File: src/pixel_pkg.sv
// pixel and colour types for the video path
// 12-bit renderer pixel, 24-bit output colour, channel widths

`default_nettype none

package pixel_pkg;

    ////////////////////////////////////////////////////////////////////////////
    // channel widths

    // bits per channel coming from the renderer
    localparam int CHANNEL_W = 4;

    // bits per channel on the video output
    localparam int OUT_CHANNEL_W = 8;

    ////////////////////////////////////////////////////////////////////////////
    // pixel types

    // renderer pixel, red in the top nibble
    typedef struct packed {
        logic [CHANNEL_W-1:0] red;
        logic [CHANNEL_W-1:0] green;
        logic [CHANNEL_W-1:0] blue;
    } src_pixel_t;

    // output colour, one byte per channel, red in the top byte
    typedef struct packed {
        logic [OUT_CHANNEL_W-1:0] red;
        logic [OUT_CHANNEL_W-1:0] green;
        logic [OUT_CHANNEL_W-1:0] blue;
    } rgb_t;

endpackage

`default_nettype wire

File: src/video_timing_pkg.sv
// raster timing types shared by the video generator
// counter and frame count types, default raster constants
// and the line position of the horizontal sync pulse

`default_nettype none

package video_timing_pkg;

    ////////////////////////////////////////////////////////////////////////////
    // types

    // width of the x and y raster counters
    localparam int COORD_W = 10;

    // one horizontal or vertical position
    typedef logic [COORD_W-1:0] coord_t;

    // running count of frames, wraps silently
    typedef logic [15:0] frame_count_t;

    ////////////////////////////////////////////////////////////////////////////
    // default raster, 256x240 visible

    // horizontal, in pixel clocks
    localparam coord_t DEF_H_BPORCH = 10'd6;
    localparam coord_t DEF_H_ACTIVE = 10'd256;
    localparam coord_t DEF_H_TOTAL  = 10'd276;

    // vertical, in lines
    localparam coord_t DEF_V_BPORCH = 10'd6;
    localparam coord_t DEF_V_ACTIVE = 10'd240;
    localparam coord_t DEF_V_TOTAL  = 10'd880;

    // hs sits a few clocks into the line so it never lands on the vs cycle
    localparam coord_t HS_OFFSET = 10'd3;

endpackage

`default_nettype wire
File: src/video_stage_if.sv
// stage-1 bundle between the timing generator, the pixel unpacker
// and the output stage, with one modport per side

`timescale 1ns/1ns
`default_nettype none

interface video_stage_if;

    import pixel_pkg::*;

    // raster strobes, one cycle each
    logic frame_start;
    logic line_start;

    // inside the visible window
    logic active;

    // widened renderer pixel
    rgb_t colour;

    // timing generator side
    modport timing_src (
        output frame_start,
        output line_start,
        output active
    );

    // pixel unpacker side
    modport pixel_src (
        output colour
    );

    // output stage reads everything
    modport sink (
        input frame_start,
        input line_start,
        input active,
        input colour
    );

endinterface

`default_nettype wire

File: src/pixel_unpack.sv
// renderer pixel unpacker
// samples the 12-bit pixel each clock and widens it to 24-bit colour,
// every nibble placed in the upper half of its byte

`timescale 1ns/1ns
`default_nettype none

module pixel_unpack (
    input  logic                    audgen_mclk,
    input  logic                    reset_n,
    input  pixel_pkg::src_pixel_t   pixel_in,
    video_stage_if.pixel_src        stage
);

    import pixel_pkg::*;

    // low bits filled with zero
    localparam int PAD_W = OUT_CHANNEL_W - CHANNEL_W;

    // nibble to byte, nibble on top
    function automatic logic [OUT_CHANNEL_W-1:0] widen(input logic [CHANNEL_W-1:0] chan);
        widen = {chan, {PAD_W{1'b0}}};
    endfunction

    ////////////////////////////////////////////////////////////////////////////
    // channel split

    rgb_t wide_colour;

    always_comb begin
        wide_colour.red   = widen(pixel_in.red);
        wide_colour.green = widen(pixel_in.green);
        wide_colour.blue  = widen(pixel_in.blue);
    end

    ////////////////////////////////////////////////////////////////////////////
    // stage-1 register

    // sampled on the same edge as the timing strobes
    always_ff @(posedge audgen_mclk or negedge reset_n) begin
        if (!reset_n) begin
            stage.colour <= '0;
        end else begin
            stage.colour <= wide_colour;
        end
    end

endmodule

`default_nettype wire

File: src/raster_core.sv
// raster video generator top level
// timing generator and pixel unpacker side by side,
// joined through the stage-1 bundle into the output stage

`timescale 1ns/1ns
`default_nettype none

module raster_core #(
    // horizontal timing, in pixel clocks
    parameter video_timing_pkg::coord_t H_BPORCH = video_timing_pkg::DEF_H_BPORCH,
    parameter video_timing_pkg::coord_t H_ACTIVE = video_timing_pkg::DEF_H_ACTIVE,
    parameter video_timing_pkg::coord_t H_TOTAL  = video_timing_pkg::DEF_H_TOTAL,
    // vertical timing, in lines
    parameter video_timing_pkg::coord_t V_BPORCH = video_timing_pkg::DEF_V_BPORCH,
    parameter video_timing_pkg::coord_t V_ACTIVE = video_timing_pkg::DEF_V_ACTIVE,
    parameter video_timing_pkg::coord_t V_TOTAL  = video_timing_pkg::DEF_V_TOTAL
) (
    // pixel clock
    input  logic                            audgen_mclk,
    input  logic                            reset_n,

    // renderer pixel, 4 bits per channel
    input  pixel_pkg::src_pixel_t           pixel_in,

    // to the scaler
    output pixel_pkg::rgb_t                 video_rgb,
    output logic                            video_de,
    output logic                            video_vs,
    output logic                            video_hs,

    // frames since reset
    output video_timing_pkg::frame_count_t  frame_count
);

    ////////////////////////////////////////////////////////////////////////////
    // stage-1 bundle

    video_stage_if stage_bus ();

    ////////////////////////////////////////////////////////////////////////////
    // stage 1

    // counters and strobes
    raster_timing #(
        .H_BPORCH (H_BPORCH),
        .H_ACTIVE (H_ACTIVE),
        .H_TOTAL  (H_TOTAL),
        .V_BPORCH (V_BPORCH),
        .V_ACTIVE (V_ACTIVE),
        .V_TOTAL  (V_TOTAL)
    ) u_raster_timing (
        .audgen_mclk (audgen_mclk),
        .reset_n     (reset_n),
        .stage       (stage_bus.timing_src)
    );

    // pixel widening, runs alongside the timing
    pixel_unpack u_pixel_unpack (
        .audgen_mclk (audgen_mclk),
        .reset_n     (reset_n),
        .pixel_in    (pixel_in),
        .stage       (stage_bus.pixel_src)
    );

    ////////////////////////////////////////////////////////////////////////////
    // stage 2

    // final registers and frame count
    video_output u_video_output (
        .audgen_mclk (audgen_mclk),
        .reset_n     (reset_n),
        .stage       (stage_bus.sink),
        .video_rgb   (video_rgb),
        .video_de    (video_de),
        .video_vs    (video_vs),
        .video_hs    (video_hs),
        .frame_count (frame_count)
    );

endmodule

`default_nettype wire

File: src/raster_timing.sv
// raster timing generator
// x and y counters, frame and line strobes, active window flag,
// all registered onto the stage-1 bundle

`timescale 1ns/1ns
`default_nettype none

module raster_timing #(
    parameter video_timing_pkg::coord_t H_BPORCH = video_timing_pkg::DEF_H_BPORCH,
    parameter video_timing_pkg::coord_t H_ACTIVE = video_timing_pkg::DEF_H_ACTIVE,
    parameter video_timing_pkg::coord_t H_TOTAL  = video_timing_pkg::DEF_H_TOTAL,
    parameter video_timing_pkg::coord_t V_BPORCH = video_timing_pkg::DEF_V_BPORCH,
    parameter video_timing_pkg::coord_t V_ACTIVE = video_timing_pkg::DEF_V_ACTIVE,
    parameter video_timing_pkg::coord_t V_TOTAL  = video_timing_pkg::DEF_V_TOTAL
) (
    input  logic                audgen_mclk,
    input  logic                reset_n,
    video_stage_if.timing_src   stage
);

    import video_timing_pkg::*;

    ////////////////////////////////////////////////////////////////////////////
    // derived limits

    // last position before each counter wraps
    localparam coord_t H_LAST = H_TOTAL - 10'd1;
    localparam coord_t V_LAST = V_TOTAL - 10'd1;

    // first position past the visible window
    localparam coord_t H_END = H_BPORCH + H_ACTIVE;
    localparam coord_t V_END = V_BPORCH + V_ACTIVE;

    ////////////////////////////////////////////////////////////////////////////
    // raster counters

    coord_t h_count;
    coord_t v_count;

    logic   h_wrap;
    logic   v_wrap;

    // end of line and end of frame
    assign h_wrap = (h_count == H_LAST);
    assign v_wrap = (v_count == V_LAST);

    // x runs every clock, y steps once per line
    always_ff @(posedge audgen_mclk or negedge reset_n) begin
        if (!reset_n) begin
            h_count <= '0;
            v_count <= '0;
        end else begin
            if (h_wrap) begin
                h_count <= '0;
                if (v_wrap) begin
                    v_count <= '0;
                end else begin
                    v_count <= v_count + 10'd1;
                end
            end else begin
                h_count <= h_count + 10'd1;
            end
        end
    end

    ////////////////////////////////////////////////////////////////////////////
    // strobe decode

    logic at_frame_origin;
    logic at_line_sync;
    logic h_visible;
    logic v_visible;

    // new frame at the top left corner
    assign at_frame_origin = (h_count == '0) && (v_count == '0);

    // line sync a few clocks in, every line
    assign at_line_sync = (h_count == HS_OFFSET);

    // window test per axis
    assign h_visible = (h_count >= H_BPORCH) && (h_count < H_END);
    assign v_visible = (v_count >= V_BPORCH) && (v_count < V_END);

    ////////////////////////////////////////////////////////////////////////////
    // stage-1 registers

    // one cycle behind the counter position
    always_ff @(posedge audgen_mclk or negedge reset_n) begin
        if (!reset_n) begin
            stage.frame_start <= 1'b0;
            stage.line_start  <= 1'b0;
            stage.active      <= 1'b0;
        end else begin
            stage.frame_start <= at_frame_origin;
            stage.line_start  <= at_line_sync;
            // data enable only where both axes are visible
            stage.active      <= h_visible && v_visible;
        end
    end

endmodule

`default_nettype wire

File: src/video_output.sv
// video output stage
// registers sync, data enable and colour for the scaler,
// blanks colour outside the active window, counts frames

`timescale 1ns/1ns
`default_nettype none

module video_output (
    input  logic                            audgen_mclk,
    input  logic                            reset_n,
    video_stage_if.sink                     stage,
    output pixel_pkg::rgb_t                 video_rgb,
    output logic                            video_de,
    output logic                            video_vs,
    output logic                            video_hs,
    output video_timing_pkg::frame_count_t  frame_count
);

    import pixel_pkg::*;

    ////////////////////////////////////////////////////////////////////////////
    // blanking

    rgb_t blanked_colour;

    // inactive screen area is black
    always_comb begin
        if (stage.active) begin
            blanked_colour = stage.colour;
        end else begin
            blanked_colour = '0;
        end
    end

    ////////////////////////////////////////////////////////////////////////////
    // output registers

    // everything one cycle after stage 1
    always_ff @(posedge audgen_mclk or negedge reset_n) begin
        if (!reset_n) begin
            video_rgb <= '0;
            video_de  <= 1'b0;
            video_vs  <= 1'b0;
            video_hs  <= 1'b0;
        end else begin
            video_rgb <= blanked_colour;
            video_de  <= stage.active;
            // vs leads, hs follows a few clocks later
            video_vs  <= stage.frame_start;
            video_hs  <= stage.line_start;
        end
    end

    ////////////////////////////////////////////////////////////////////////////
    // frame counter

    // steps on the same edge that raises vs
    always_ff @(posedge audgen_mclk or negedge reset_n) begin
        if (!reset_n) begin
            frame_count <= '0;
        end else if (stage.frame_start) begin
            frame_count <= frame_count + 16'd1;
        end
    end

endmodule

`default_nettype wire

File: config.mk
export PLATFORM = sky130hd
export DESIGN_NAME = raster_core
export DESIGN_NICKNAME = d
export VERILOG_FILES = /design/src/pixel_pkg.sv /design/src/video_timing_pkg.sv /design/src/video_stage_if.sv /design/src/pixel_unpack.sv /design/src/raster_core.sv /design/src/raster_timing.sv /design/src/video_output.sv
export SDC_FILE = /design/constraint.sdc
export NUM_CORES = 1
export LEC_CHECK = 0
export BUFFER_PORTS_ARGS = -buffer_cell sky130_fd_sc_hd__buf_4
export CAP_MARGIN = 20
export CORE_ASPECT_RATIO = 0.7
export CORE_UTILIZATION = 55
export CTS_CLUSTER_DIAMETER = 100
export DETAILED_ROUTE_END_ITERATION = 7
export HOLD_SLACK_MARGIN = 0.1
export PLACE_DENSITY = 0.8
export SLEW_MARGIN = 20
export SYNTH_ARGS = -nofsm -noshare
export SYNTH_HDL_FRONTEND = slang
export SYNTH_SLANG_ARGS = --single-unit
File: constraint.sdc
create_clock -name audgen_mclk -period 3.65 [get_ports audgen_mclk]
set_clock_uncertainty 0.2 [all_clocks]
set_input_delay 0.365 -clock audgen_mclk [delete_from_list [all_inputs] [get_ports audgen_mclk]]
set_output_delay 0.365 -clock audgen_mclk [all_outputs]
set_load 0.02 [all_outputs]
=== After elaboration in Yosys (flattened, before gate mapping) ===
Index checks and enable logic that the tools add are counted.

* Bits in registers: 78
* Input port bits: 14
* Logic and storage cells: 34

* Add/sub/neg operators: 3
* Order comparisons: 4
* Eq/ne operators: 3
* Mux-type cells: 3
* Reduce and logical (&&, ||, !) cells: 6

{| class="wikitable"
|+ Operators by type and width
! cell !! count
|-
| $mux W24 || 1
|-
| $add A10 B1 Y10 const B || 2
|-
| $ge A10 B3 Y1 const B || 2
|-
| $logic_not A10 Y1 || 2
|-
| $mux W10 || 2
|-
| $add A16 B1 Y16 const B || 1
|-
| $eq A10 B10 Y1 const B || 1
|-
| $eq A10 B2 Y1 const B || 1
|-
| $eq A10 B9 Y1 const B || 1
|-
| $lt A10 B8 Y1 const B || 1
|-
| $lt A10 B9 Y1 const B || 1
|-
| $logic_and A1 B1 Y1 || 4
|}

=== Longest topological paths before layout ===
* Depth in word-level cells: 3
* Depth in mapped cells: 5

=== Hierarchy ===
A second synthesis with hierarchy kept.

* Cell total of the unflattened synthesis: 263
* Area total of the unflattened synthesis: 3156.8 um^2

{| class="wikitable"
|+ By module, submodules not included
! module !! times used !! cells each !! area each (um^2)
|-
| video_output || 1 || 109 || 1526.5
|-
| raster_timing || 1 || 129 || 1236.2
|-
| pixel_unpack || 1 || 25 || 394.1
|}

=== Worst setup path before layout ===
OpenSTA, ideal clock, no wires.

* Path kind: flip-flop to flip-flop
* Start point: register u_raster_timing.h_count[5]
* End point: register u_raster_timing.v_count[7]
* Setup time: 0.125 ns
* Arrival: 1.481 ns
* Setup slack: 1.844 ns
* Stages on the path, launching flop included: 6
* Clock period less this slack: 1.806 ns
* Cells stage by stage: dfrtp_1 buf_6 or4b_4 nor4_4 nand3_1 xnor2_1

* Word-level cells in the longest chain between the ends: 1

{| class="wikitable"
|+ RTL lines
! element !! line !! source
|-
| from (decl) || raster_timing.sv:37 || <nowiki>coord_t h_count;</nowiki>
|-
| from (signal assigned) || raster_timing.sv:61 || <nowiki>h_count <= h_count + 10'd1;</nowiki>
|-
| $eq A10 B9 Y1 || raster_timing.sv:44 || <nowiki>assign h_wrap = (h_count == H_LAST);</nowiki>
|-
| to (signal assigned) || raster_timing.sv:58 || <nowiki>v_count <= v_count + 10'd1;</nowiki>
|-
| to (decl) || raster_timing.sv:38 || <nowiki>coord_t v_count;</nowiki>
|}

Every way passes these cells.
A chain may end at the register's enable or synchronous reset.

=== Worst setup path in the final report ===
* Start point: register u_raster_timing.h_count[1]
* End point: register u_raster_timing.v_count[2]

Same word-level chain as after synthesis.

==> results.ini <==
[floorplanning]
core_sq_mm=0.00481
initial_utilization=0.574
io_pins=57
die-area_sq_mm=0.00531
fp.dieW_um=86.7
fp.dieH_um=61.3
row_count=21

[logic_synthesis]
syn-cell-area_sq_mm=0.00276
yosys_warnings=0
syn_area_per_cell_sq_um=11.7
synth-seq-area-share=0.598
synthCells=236
synth_seq_cells=66
yosysUniqueCellTypes=37

[detailed_routing]
post_drt_wl_per_cell_um=14.6
wirelength_mm=5.46
ant_nets=0
first_pass_iters=4
drc=0
vias=1899
vias_per_cell=5.09
dr.first_iter.drc_count=98

[placed_design]
port_buffers=44
place.gp.congestion=0.886
dp_hpwl_mm=3.23

[critical_path]
crit_type=reg2reg
endpoint_kind=flip-flop
slowest_delay_ns=0.47
arrival_ns=2.07
crit_fanout=7
critPathLaunchType=flip-flop
crit_chain=ha_1, nand4b_1, nor3_1, nand2_1, xnor2_1
required_ns=3.67
crit_slowest_cell=nor3_1

[global_routing]
grt_pass1_wl_mm=8.29
antenna_found_initial=0
grt_use_total=0.222
grt_pass1_vias=1699
grt_max_degree=67
grt_overflow=0

[timing]
tightest_slew_ns=0.794
drv_slew=0
fin_tns_setup_ns=0
rsz0062_at_grt=no
min_period_ns=2.06
post-route-period-util=0.564
hold_viol=0
fmax_ghz=0.486
slew_headroom=0.471
setup_viol=0

[cts]
cts_setup_buffers=0
cts_buffer_depth=2
cts-resized-gates=0
cts_hold_buf=13
htree_levels=3
insertion_delay_ns=0.34
clock_sinks=66
cts_tree=done
clock_tree.root_cell=clkbuf_8
clkTransAtPathRegs_ns=0.07
cts_buffers=9

[final_layout]
drive_above_1_share=0.214
synthToLayoutAreaGrowth_pct=25.1
insertedDiodeCount=0
fin_nets=318

[status]
status=complete, no violations

[pwr]
cellLeakagePower_nw=1.70
ir_drop_mv=0.301
p_total_mw=1.46
power_density_mw_per_mm2=422

[job]
drv_cap=0

[hold_path]
hold_path.class=reg2reg

final timing paths:
kind	startpoint	end	cells past startpoint	slack [ns]
max	u_raster_timing.h_count[1]$_DFF_PN0_	u_raster_timing.v_count[2]$_DFFE_PN0N_	5	1.59
min reg2reg	u_raster_timing.stage.line_start$_DFF_PN0_	u_video_output.video_hs$_DFF_PN0_	0	0.15
max reg2reg	u_raster_timing.h_count[1]$_DFF_PN0_	u_raster_timing.v_count[2]$_DFFE_PN0N_	5	1.59
min in group asynchronous	reset_n	u_video_output.frame_count[3]$_DFFE_PN0P_	2	0.46
min	u_raster_timing.stage.line_start$_DFF_PN0_	u_video_output.video_hs$_DFF_PN0_	0	0.15
max in group asynchronous	reset_n	u_raster_timing.h_count[1]$_DFF_PN0_	2	2.27
placed cells by master (no fill, tap or decap), types with 2 or more instances in the layout:
master,n
buf_4,44
nor2b_1,3
o21ai_0,4
and4_1,2
conb_1,12
inv_1,7
and3_1,9
nor2_1,16
nand2_1,11
dlygate4sd3_1,13
ha_1,5
or3_1,4
a21oi_1,7
nand3_1,11
and2_1,15
mux2_2,2
nand4b_1,2
xor2_1,11
clkbuf_8,9
nand4_1,8
nor3_1,8
dfrtp_1,66
bufinv_16,2
xnor2_1,15
worst max-delay path: cells and delay by family (launching register included):
family / cells / cell delay [ns]
simple gates: 3 / 0.85
flops: 1 / 0.42
fa+ha+maj: 1 / 0.32
xor+xnor: 1 / 0.14
flip-flops by register name, summed over array words and instances (netlist names):
register / cells
u_raster_timing.stage.line_start: 1
u_raster_timing.stage.frame_start: 1
u_video_output.video_rgb: 12
u_video_output.video_de: 1
u_pixel_unpack.stage.colour: 12
u_raster_timing.stage.active: 1
u_video_output.video_vs: 1
u_raster_timing.h_count: 10
u_video_output.frame_count: 16
u_video_output.video_hs: 1
u_raster_timing.v_count: 10
layout make-up:
class                   count  area, sq um
well taps                  69         86.3
clock buffers              10          128
flip-flops and latches     66         1650
multi-input cells         158         1010
clock inverters             6         90.1
fillers                   325         1360
inverters                   7         26.3
repair buffers             57          460
synth_stat cells:
cell type | instances | area [sq um]
nand4b_1 | 2 | 17.5
or3_1 | 4 | 25.0
conb_1 | 1 | 3.75
nor3_1 | 8 | 40.0
or4_1 | 1 | 7.51
and4_1 | 2 | 17.5
or2_2 | 1 | 6.26
dfrtp_1 | 66 | 1650
a21o_1 | 1 | 7.51
buf_4 | 12 | 90.1
nor4_4 | 1 | 21.3
clkbuf_1 | 2 | 7.51
nand4_1 | 8 | 50.1
a21oi_1 | 7 | 35.0
a31oi_1 | 1 | 6.26
mux2_2 | 2 | 22.5
xor2_1 | 11 | 96.3
o21ai_0 | 4 | 20.0
o21ai_1 | 1 | 5.00
or4b_4 | 1 | 13.8
xnor2_1 | 15 | 131
o22ai_1 | 1 | 6.26
and2_1 | 15 | 93.8
nand3b_1 | 1 | 7.51
nand3_1 | 11 | 55.1
nor2b_1 | 3 | 18.8
and3_1 | 9 | 56.3
a22o_1 | 1 | 8.76
buf_2 | 1 | 5.00
and4b_1 | 1 | 10.0
ha_1 | 5 | 62.6
nor2_1 | 16 | 60.1
buf_6 | 1 | 11.3
inv_1 | 7 | 26.3
a2111oi_2 | 1 | 15.0
nand2_1 | 11 | 41.3
o211ai_1 | 1 | 7.51
stage by stage:
step	hold slack (ns)	cells	utilization	instance area (sq um)	setup slack, ns
6_report	0.150	373	0.718	3450	1.59
5_1_grt	0.158	373	0.718	3450	1.43
4_1_cts	0.150	373	0.718	3450	1.62
3_5_place_dp	0.135	344	0.646	3110	1.64
3_3_place_gp	0.132	344	0.646	3110	1.76
2_1_floorplan	-0.131	247	-	2800	1.84
cell families (layout without fill, tap and decap cells):
logic type               count (synthesis)  count (layout)  share of synthesized area
buffers and inverters                   23              80                     0.0507
other                                    1              12                    0.00136
adder cells (fa/ha/maj)                  5               5                     0.0227
XOR/XNOR                                26              26                     0.0825
multiplexers                             2               2                    0.00816
AO/OA/AOI/OAI                           18              18                     0.0403
AND/OR/NAND/NOR                         95              95                      0.196
flip-flops                              66              66                      0.598
report_power, final:
part | switching [mW] | total, mW | internal [mW]
Combinational | 0.0290 | 0.0468 | 0.0177
Sequential | 0.00142 | 0.739 | 0.738
Clock | 0.286 | 0.673 | 0.387
Total | 0.316 | 1.46 | 1.14
routing by layer:
layer	wire length, um	GRT usage	vias to the layer above
met5	0	0	-
met4	34	0.0738	0
met3	313	0.0818	4
met2	2480	0.339	70
met1	2640	0.302	916
li1	-	-	909
No activity file was read; power rests on OpenSTA's default activity.
